===== src/common/print_types_pkg.sv =====
package print_types_pkg;

    // ascii character on the transmit byte strobe
    typedef logic [7:0] char_t;

    // raw sensor and clock readings
    typedef logic [8:0] dist_t;
    typedef logic [7:0] reading_t;
    typedef logic [5:0] sec_t;
    typedef logic [5:0] min_t;
    typedef logic [4:0] hour_t;

    // mode select as it arrives from the board
    typedef logic [1:0] mode_t;

    localparam mode_t MODE_DIST    = 2'd2;
    localparam mode_t MODE_CLIMATE = 2'd3;

    // decimal digits, slot 0 sits in the low nibble
    typedef logic [3:0] digit_t;

    localparam int DIGIT_SLOTS = 6;

    typedef digit_t [DIGIT_SLOTS-1:0] digit_array_t;

    // position inside the line being printed
    typedef logic [4:0] char_idx_t;

    // message kinds, modes 0 and 1 both print the clock
    typedef enum logic [1:0] {
        MSG_CLOCK,
        MSG_DIST,
        MSG_CLIMATE
    } msg_kind_t;

    // sequencer states
    typedef enum logic [1:0] {
        ST_IDLE,
        ST_CONVERT,
        ST_SEND,
        ST_DONE
    } ctrl_state_t;

endpackage


===== src/common/print_text_pkg.sv =====
package print_text_pkg;

    import print_types_pkg::*;

    localparam char_t ASCII_ZERO = 8'h30;

    localparam char_idx_t MSG_LEN_DIST    = 5'd13;
    localparam char_idx_t MSG_LEN_CLOCK   = 5'd14;
    localparam char_idx_t MSG_LEN_CLIMATE = 5'd20;

    localparam int MAX_MSG_LEN = 20;

    // layout entry: bit 8 set means the low bits name a digit slot,
    // otherwise the low byte is the literal character
    typedef logic [8:0] layout_t;

    localparam int LAYOUT_SLOT_BIT = 8;

    function automatic layout_t lit(input char_t c);
        return {1'b0, c};
    endfunction

    function automatic layout_t slot(input int unsigned n);
        return {1'b1, 8'(n)};
    endfunction

    // "distance: ddd", rest of the table is unused padding
    localparam layout_t DIST_LAYOUT [MAX_MSG_LEN] = '{
        lit("d"), lit("i"), lit("s"), lit("t"), lit("a"),
        lit("n"), lit("c"), lit("e"), lit(":"), lit(" "),
        slot(0), slot(1), slot(2),
        lit(" "), lit(" "), lit(" "), lit(" "), lit(" "), lit(" "), lit(" ")
    };

    // "time: HH:MM:SS"
    localparam layout_t CLOCK_LAYOUT [MAX_MSG_LEN] = '{
        lit("t"), lit("i"), lit("m"), lit("e"), lit(":"), lit(" "),
        slot(0), slot(1), lit(":"),
        slot(2), slot(3), lit(":"),
        slot(4), slot(5),
        lit(" "), lit(" "), lit(" "), lit(" "), lit(" "), lit(" ")
    };

    // "temp: ttt humid: hhh", fills the whole table
    localparam layout_t CLIMATE_LAYOUT [MAX_MSG_LEN] = '{
        lit("t"), lit("e"), lit("m"), lit("p"), lit(":"), lit(" "),
        slot(0), slot(1), slot(2),
        lit(" "), lit("h"), lit("u"), lit("m"), lit("i"), lit("d"),
        lit(":"), lit(" "),
        slot(3), slot(4), slot(5)
    };

endpackage


===== src/common/print_seq_if.sv =====
`timescale 1ns/1ps

interface print_seq_if;

    import print_types_pkg::*;

    msg_kind_t    kind;
    digit_array_t digits;
    char_idx_t    char_idx;
    logic         last;
    logic         send;

    modport fsm       (output send, input last);
    modport counter   (input send, input kind, output char_idx, output last);
    modport converter (output kind, output digits);
    modport composer  (input send, input kind, input digits, input char_idx);

endinterface


===== src/verilog/print_ctrl_fsm.sv =====
`timescale 1ns/1ps

module print_ctrl_fsm (
    input  logic       clk,
    input  logic       reset,
    input  logic       start,
    input  logic       convert_done,
    print_seq_if.fsm   seq,
    output logic       capture,
    output logic       clear,
    output logic       busy,
    output logic       done
);

    import print_types_pkg::*;

    ctrl_state_t state;
    ctrl_state_t state_next;
    logic        accept;

    // start only counts in idle, and not in the cycle that done is shown
    assign accept  = (state == ST_IDLE) && start && !done;
    assign capture = accept;
    assign clear   = (state == ST_CONVERT);
    assign seq.send = (state == ST_SEND);
    assign busy    = (state != ST_IDLE);

    always_comb begin
        state_next = state;
        case (state)
            ST_IDLE: begin
                if (accept) begin
                    state_next = ST_CONVERT;
                end
            end
            ST_CONVERT: begin
                if (convert_done) begin
                    state_next = ST_SEND;
                end
            end
            ST_SEND: begin
                if (seq.last) begin
                    state_next = ST_DONE;
                end
            end
            default: begin
                state_next = ST_IDLE;
            end
        endcase
    end

    always_ff @(posedge clk or posedge reset) begin
        if (reset) begin
            state <= ST_IDLE;
            done  <= 1'b0;
        end else begin
            state <= state_next;
            // the last character leaves the composer during ST_DONE
            done  <= (state == ST_DONE);
        end
    end

    // sending is only ever entered from the conversion step
    assert property (@(posedge clk) disable iff (reset)
        seq.send |-> $past(state) inside {ST_CONVERT, ST_SEND});

    // a start that arrives mid-message never opens a second one
    assert property (@(posedge clk) disable iff (reset)
        start && (busy || done) |=> state != ST_CONVERT);

endmodule


===== src/verilog/char_counter.sv =====
`timescale 1ns/1ps

module char_counter (
    input  logic         clk,
    input  logic         reset,
    input  logic         clear,
    print_seq_if.counter seq
);

    import print_types_pkg::*;
    import print_text_pkg::*;

    char_idx_t idx;
    char_idx_t msg_len;

    // line length of the kind latched at capture
    always_comb begin
        case (seq.kind)
            MSG_DIST:    msg_len = MSG_LEN_DIST;
            MSG_CLIMATE: msg_len = MSG_LEN_CLIMATE;
            default:     msg_len = MSG_LEN_CLOCK;
        endcase
    end

    assign seq.last     = (idx == msg_len - 5'd1);
    assign seq.char_idx = idx;

    always_ff @(posedge clk or posedge reset) begin
        if (reset) begin
            idx <= '0;
        end else if (clear) begin
            idx <= '0;
        end else if (seq.send) begin
            // wrap on the final character so the index rests at zero
            idx <= seq.last ? 5'd0 : idx + 5'd1;
        end
    end

    assert property (@(posedge clk) disable iff (reset)
        idx < msg_len);

endmodule


===== src/verilog/reading_to_decimal.sv =====
`timescale 1ns/1ps

module reading_to_decimal (
    input  logic                      clk,
    input  logic                      reset,
    input  logic                      capture,
    input  print_types_pkg::dist_t    distance_bin,
    input  print_types_pkg::mode_t    mode,
    input  print_types_pkg::sec_t     sec,
    input  print_types_pkg::min_t     min,
    input  print_types_pkg::hour_t    hour,
    input  print_types_pkg::reading_t humid,
    input  print_types_pkg::reading_t temp,
    output logic                      convert_done,
    print_seq_if.converter            seq
);

    import print_types_pkg::*;

    msg_kind_t    kind_q;
    logic         valid_q;
    dist_t        dist_q;
    sec_t         sec_q;
    min_t         min_q;
    hour_t        hour_q;
    reading_t     humid_q;
    reading_t     temp_q;
    digit_array_t conv_digits;
    digit_array_t digits_q;

    // three digits, hundreds in the low nibble
    function automatic logic [11:0] split3(input logic [8:0] v);
        digit_t h;
        digit_t t;
        digit_t o;
        h = digit_t'(v / 9'd100);
        t = digit_t'((v / 9'd10) % 9'd10);
        o = digit_t'(v % 9'd10);
        return {o, t, h};
    endfunction

    // two digits, tens in the low nibble
    function automatic logic [7:0] split2(input logic [5:0] v);
        return {digit_t'(v % 6'd10), digit_t'(v / 6'd10)};
    endfunction

    function automatic logic all_decimal(input digit_array_t d);
        logic ok;
        ok = 1'b1;
        for (int i = 0; i < DIGIT_SLOTS; i++) begin
            ok = ok && (d[i] <= 4'd9);
        end
        return ok;
    endfunction

    always_ff @(posedge clk or posedge reset) begin
        if (reset) begin
            kind_q  <= MSG_CLOCK;
            valid_q <= 1'b0;
        end else begin
            valid_q <= capture;
            if (capture) begin
                case (mode)
                    MODE_DIST:    kind_q <= MSG_DIST;
                    MODE_CLIMATE: kind_q <= MSG_CLIMATE;
                    default:      kind_q <= MSG_CLOCK;
                endcase
            end
        end
    end

    // only the readings the selected message prints are taken
    always_ff @(posedge clk) begin
        if (capture) begin
            case (mode)
                MODE_DIST: begin
                    dist_q <= distance_bin;
                end
                MODE_CLIMATE: begin
                    temp_q  <= temp;
                    humid_q <= humid;
                end
                default: begin
                    hour_q <= hour;
                    min_q  <= min;
                    sec_q  <= sec;
                end
            endcase
        end
    end

    always_comb begin
        case (kind_q)
            MSG_DIST:    conv_digits = {12'd0, split3(dist_q)};
            MSG_CLIMATE: conv_digits = {split3({1'b0, humid_q}), split3({1'b0, temp_q})};
            default:     conv_digits = {split2(sec_q), split2(min_q), split2({1'b0, hour_q})};
        endcase
    end

    always_ff @(posedge clk) begin
        if (valid_q) begin
            digits_q <= conv_digits;
        end
    end

    // high in the cycle whose closing edge loads the digit register
    assign convert_done = valid_q;
    assign seq.kind     = kind_q;
    assign seq.digits   = digits_q;

    assert property (@(posedge clk) disable iff (reset)
        convert_done |=> all_decimal(digits_q));

endmodule


===== src/verilog/message_composer.sv =====
`timescale 1ns/1ps

module message_composer (
    input  logic                   clk,
    input  logic                   reset,
    print_seq_if.composer          seq,
    output print_types_pkg::char_t tx_data,
    output logic                   tx_wr
);

    import print_types_pkg::*;
    import print_text_pkg::*;

    layout_t entry;
    char_t   ch;
    digit_t  dig;

    // layout lookup for the current kind and position
    always_comb begin
        case (seq.kind)
            MSG_DIST:    entry = DIST_LAYOUT[seq.char_idx];
            MSG_CLIMATE: entry = CLIMATE_LAYOUT[seq.char_idx];
            default:     entry = CLOCK_LAYOUT[seq.char_idx];
        endcase
    end

    assign dig = seq.digits[entry[2:0]];

    always_comb begin
        if (entry[LAYOUT_SLOT_BIT]) begin
            ch = ASCII_ZERO + char_t'(dig);
        end else begin
            ch = entry[7:0];
        end
    end

    // one register stage between the send cycle and the fifo strobe
    always_ff @(posedge clk or posedge reset) begin
        if (reset) begin
            tx_data <= '0;
            tx_wr   <= 1'b0;
        end else begin
            tx_wr   <= seq.send;
            tx_data <= seq.send ? ch : 8'h00;
        end
    end

    // printable ascii only, digits included
    assert property (@(posedge clk) disable iff (reset)
        tx_wr |-> (tx_data >= 8'h20) && (tx_data <= 8'h7e));

endmodule


===== src/verilog/print_gen_top.sv =====
`timescale 1ns/1ps

module print_gen_top (
    input  logic                       clk,
    input  logic                       reset,
    input  logic                       start,
    input  print_types_pkg::dist_t     distance_bin,
    input  print_types_pkg::mode_t     mode,
    input  print_types_pkg::sec_t      sec,
    input  print_types_pkg::min_t      min,
    input  print_types_pkg::hour_t     hour,
    input  print_types_pkg::reading_t  humid,
    input  print_types_pkg::reading_t  temp,
    output print_types_pkg::char_t     tx_data,
    output logic                       tx_wr,
    output logic                       done,
    output logic                       busy
);

    logic capture;
    logic convert_done;
    logic clear;

    print_seq_if seq ();

    print_ctrl_fsm u_ctrl (
        .clk          (clk),
        .reset        (reset),
        .start        (start),
        .convert_done (convert_done),
        .seq          (seq),
        .capture      (capture),
        .clear        (clear),
        .busy         (busy),
        .done         (done)
    );

    char_counter u_counter (
        .clk   (clk),
        .reset (reset),
        .clear (clear),
        .seq   (seq)
    );

    reading_to_decimal u_convert (
        .clk          (clk),
        .reset        (reset),
        .capture      (capture),
        .distance_bin (distance_bin),
        .mode         (mode),
        .sec          (sec),
        .min          (min),
        .hour         (hour),
        .humid        (humid),
        .temp         (temp),
        .convert_done (convert_done),
        .seq          (seq)
    );

    message_composer u_compose (
        .clk     (clk),
        .reset   (reset),
        .seq     (seq),
        .tx_data (tx_data),
        .tx_wr   (tx_wr)
    );

endmodule


===== config.mk =====
export PLATFORM = sky130hd
export DESIGN_NAME = print_gen_top
export DESIGN_NICKNAME = d
export VERILOG_FILES = /design/src/common/print_types_pkg.sv /design/src/common/print_text_pkg.sv /design/src/common/print_seq_if.sv /design/src/verilog/print_ctrl_fsm.sv /design/src/verilog/char_counter.sv /design/src/verilog/reading_to_decimal.sv /design/src/verilog/message_composer.sv /design/src/verilog/print_gen_top.sv
export SDC_FILE = /design/constraint.sdc
export NUM_CORES = 1
export LEC_CHECK = 0
export BUFFER_PORTS_ARGS = -buffer_cell sky130_fd_sc_hd__buf_2
export CORE_ASPECT_RATIO = 1.75
export CORE_MARGIN = 2
export CORE_UTILIZATION = 60
export DETAILED_ROUTE_END_ITERATION = 10
export PLACE_DENSITY = 0.8
export SYNTH_ARGS = -nofsm -noshare
export SYNTH_HDL_FRONTEND = slang
export SYNTH_HIERARCHICAL = 1
export SYNTH_SLANG_ARGS = --single-unit

===== constraint.sdc =====
create_clock -name clk -period 16.98 [get_ports clk]
set_input_delay 2.547 -clock clk [delete_from_list [all_inputs] [get_ports clk]]
set_output_delay 2.547 -clock clk [all_outputs]
set_load 0.01 [all_outputs]

==> results.cfg <==
[sta]
relSlewSlack = 0.3317
fin_crit_sh = 0.4402
worst_hold_slack_ns = 0.6065
min_period_ns = 7.475
fin_worst_skew_ns = 0.009871
setup_ws_ns = 9.505
rsz0062_at_grt = no
tns_ns = 0
hold_viol_final = 0
final-max-slew-violation-count = 0
worst_pin_slew_ns = 1.003
fmax_mhz = 133.8
setup_violations = 0

[routing]
first_pass_iters = 6
drtAntennaViolNets = 0
viasPerCell = 6.628
drt_iter0_markers = 440
routedWlPerCell_um = 19.47
remaining_drc_errors = 0
wirelength_um = 19240
vias = 6548

[cells_and_area]
final_nets = 932
multi_input_area_um2 = 4307
final_cell_area_um2 = 7769
final_util = 0.6671
regArea_um2 = 2427
num-fill-cells = 996
syn_to_final_growth_pct = 8.077
antenna_cells = 0
layout.cells.non_filler = 988
drive_gt1_frac = 0.1454

[synthesis]
avgSynthCellArea_um2 = 8.798
synth_edf_count = 65
synth_area_um2 = 7188
synth_fp_nets = 901
synth_cell_type_count = 95
synth_warnings = 6
synth_top_area_share = 0.2715
synth.area.top_cells = edfxtp_1 (27%), dfrtp_1 (6.6%), ha_1 (6.4%)
synth.most_common_cell = nor2_1
synth.yosys.seq_area_share = 0.3377
ys.flop_type = edfxtp_1
synth-seq-cells = 84
syn_inst = 817
yosys.area.top_type = edfxtp_1
synth_async_sr_flop_share = 0.2262
yosys-top-cells-count = nor2_1 (75), edfxtp_1 (65), nand2_1 (65), a21oi_1 (59), inv_1 (56)

[placement]
placed_cells = 972
placed_area_um2 = 7465
routabilityCongestion = 0.9511
place_worst_setup_slack_ns = 9.613
port-buffer-count = 56
place_hpwl_um = 14690

[min_path]
hp-class = reg2reg

[clocking]
clk_path_buf_depth = 2
cts_root_buf = clkbuf_16
clkLatencyLatePin_ns = 0.35
ctsHtreeMaxLevel = 3
cts_setup_buffers = 0
cts_hold_repair.buffers = 0
clk_pin_slew_ns = 0.07
post_cts_resized = 0
cts_sinks = 84
cts_tree = yes
cts_buffers = 9

[worst_setup_path]
cp_common_cell = ha_1
crit_family = compound AO/OA/AOI/OAI gates
max_stage_delay_ns = 0.52
crit_slowest_cell = mux2_2
crit_fanout = 45
worstSetupEndpointType = flop
required_ns = 17.07
path_buf_inv = 6
worstSetupPathType = reg2reg
cp-start-kind = flop
cp_data_arrival_time_ns = 7.57

[die]
rows = 52
fp.dieH_um = 148.8
design.core.area_um2 = 11650
start_util = 0.6172
die_area_um2 = 12910
die_w_um = 86.74
num_io_pins = 58

[flow_run]
drv_cap = 0

[global_routing]
grt_pass1_wl_um = 30500
grt_max_degree = 46
grtUsageTotal = 0.3020
antenna_found_initial = 0
grt_pass1_vias = 6287
overflow = 0

[status]
status = finished, final reports clean

[power_and_ir_drop]
p_total_mw = 1.501
power_density_nw_per_um2 = 193.1
ir_worst_vdd_v = 0.00008331
power.leakage_nw = 3.099
==> state kept, by name (all words and copies together), names as in the netlist <==
signal / cells
u_compose/tx_data: 7
u_compose/tx_wr: 1
u_convert/convert_done: 1
u_convert/dist_q: 9
u_convert/hour_q: 5
u_convert/humid_q: 8
u_convert/min_q: 6
u_convert/sec_q: 6
u_convert/seq.digits: 23
u_convert/seq.kind: 2
u_convert/temp_q: 8
u_counter/seq.char_idx: 5
u_ctrl/done: 1
u_ctrl/state: 2
==> cells by family after synthesis <==
logic type | after synthesis | synth area share
mux | 35 | 0.05413
xor+xnor | 21 | 0.02559
simple gates | 274 | 0.1936
fa+ha+maj | 40 | 0.06858
other cells | 2 | 0.001045
flops | 84 | 0.3377
compound gates | 258 | 0.2562
buf+inv | 103 | 0.06318
==> cells in the final DEF, fill, tap and decap left out, types with 5 or more instances in the layout <==
cell type	instances
nor2_1	75
nand2_1	65
edfxtp_1	65
a21oi_1	59
buf_2	56
inv_1	56
o21ai_0	44
ha_1	37
nor3_1	23
mux2i_1	22
nand3_1	21
dfrtp_1	19
nor2b_1	17
nand2b_1	17
o22ai_1	16
xnor2_1	16
a31oi_1	12
a211oi_1	12
o31ai_1	10
clkbuf_16	9
buf_4	8
nand3b_1	8
mux2_2	8
and3_1	7
o211ai_1	6
o21ai_1	6
a21o_1	6
or2_2	5
and2_1	5
o21a_1	5
nor3b_1	5
o31a_1	5
xor2_1	5
o221ai_1	5
o32ai_1	5
==> report_power, final <==
part	switching, mW	leakage (nW)	total, mW	internal, mW
Combinational	0.579	2.11	0.960	0.382
Clock	0.0935	0.148	0.198	0.105
Sequential	0.0505	0.843	0.342	0.292
Total	0.723	3.10	1.50	0.778
==> per-layer routing <==
layer / share of wire / GRT usage / wire [um] / vias up
met4: 0.050 / 0.1695 / 966 / 0
li1: - / - / - / 3108
met3: 0.048 / 0.04317 / 932 / 58
met5: 0 / 0 / 0 / -
met2: 0.54 / 0.5650 / 10360 / 276
met1: 0.36 / 0.3116 / 6981 / 3106
==> area by class of cell <==
type	instances	share of cell area
inverter	59	0.02851
clock inverter	7	0.01015
tap	135	0.02174
sequential	84	0.3124
multi-input combinational	630	0.5544
clock buffer	9	0.02899
timing repair buffer	64	0.04381
==> worst paths after layout <==
| path | from | endpoint | slack, ns | cells past startpoint |
|---|---|---|---|---|
| max in group asynchronous | reset | u_compose/tx_data[4]$_DFF_PP0_ | 14.55 | 2 |
| worst max register to register | u_convert/seq.kind[0]$_DFFE_PP0P_ | u_convert/seq.digits[5]$_DFFE_PP_ | 9.51 | 32 |
| worst min register to register | u_ctrl/state[1]$_DFFE_PP0P_ | u_ctrl/state[1]$_DFFE_PP0P_ | 0.61 | 1 |
| min in group asynchronous | reset | u_ctrl/done$_DFF_PP0_ | 2.13 | 2 |
| worst min-delay path | u_ctrl/state[1]$_DFFE_PP0P_ | u_ctrl/state[1]$_DFFE_PP0P_ | 0.61 | 1 |
| worst max-delay path | u_convert/seq.kind[0]$_DFFE_PP0P_ | u_convert/seq.digits[5]$_DFFE_PP_ | 9.51 | 32 |
Power figures use the tool's default switching activity.
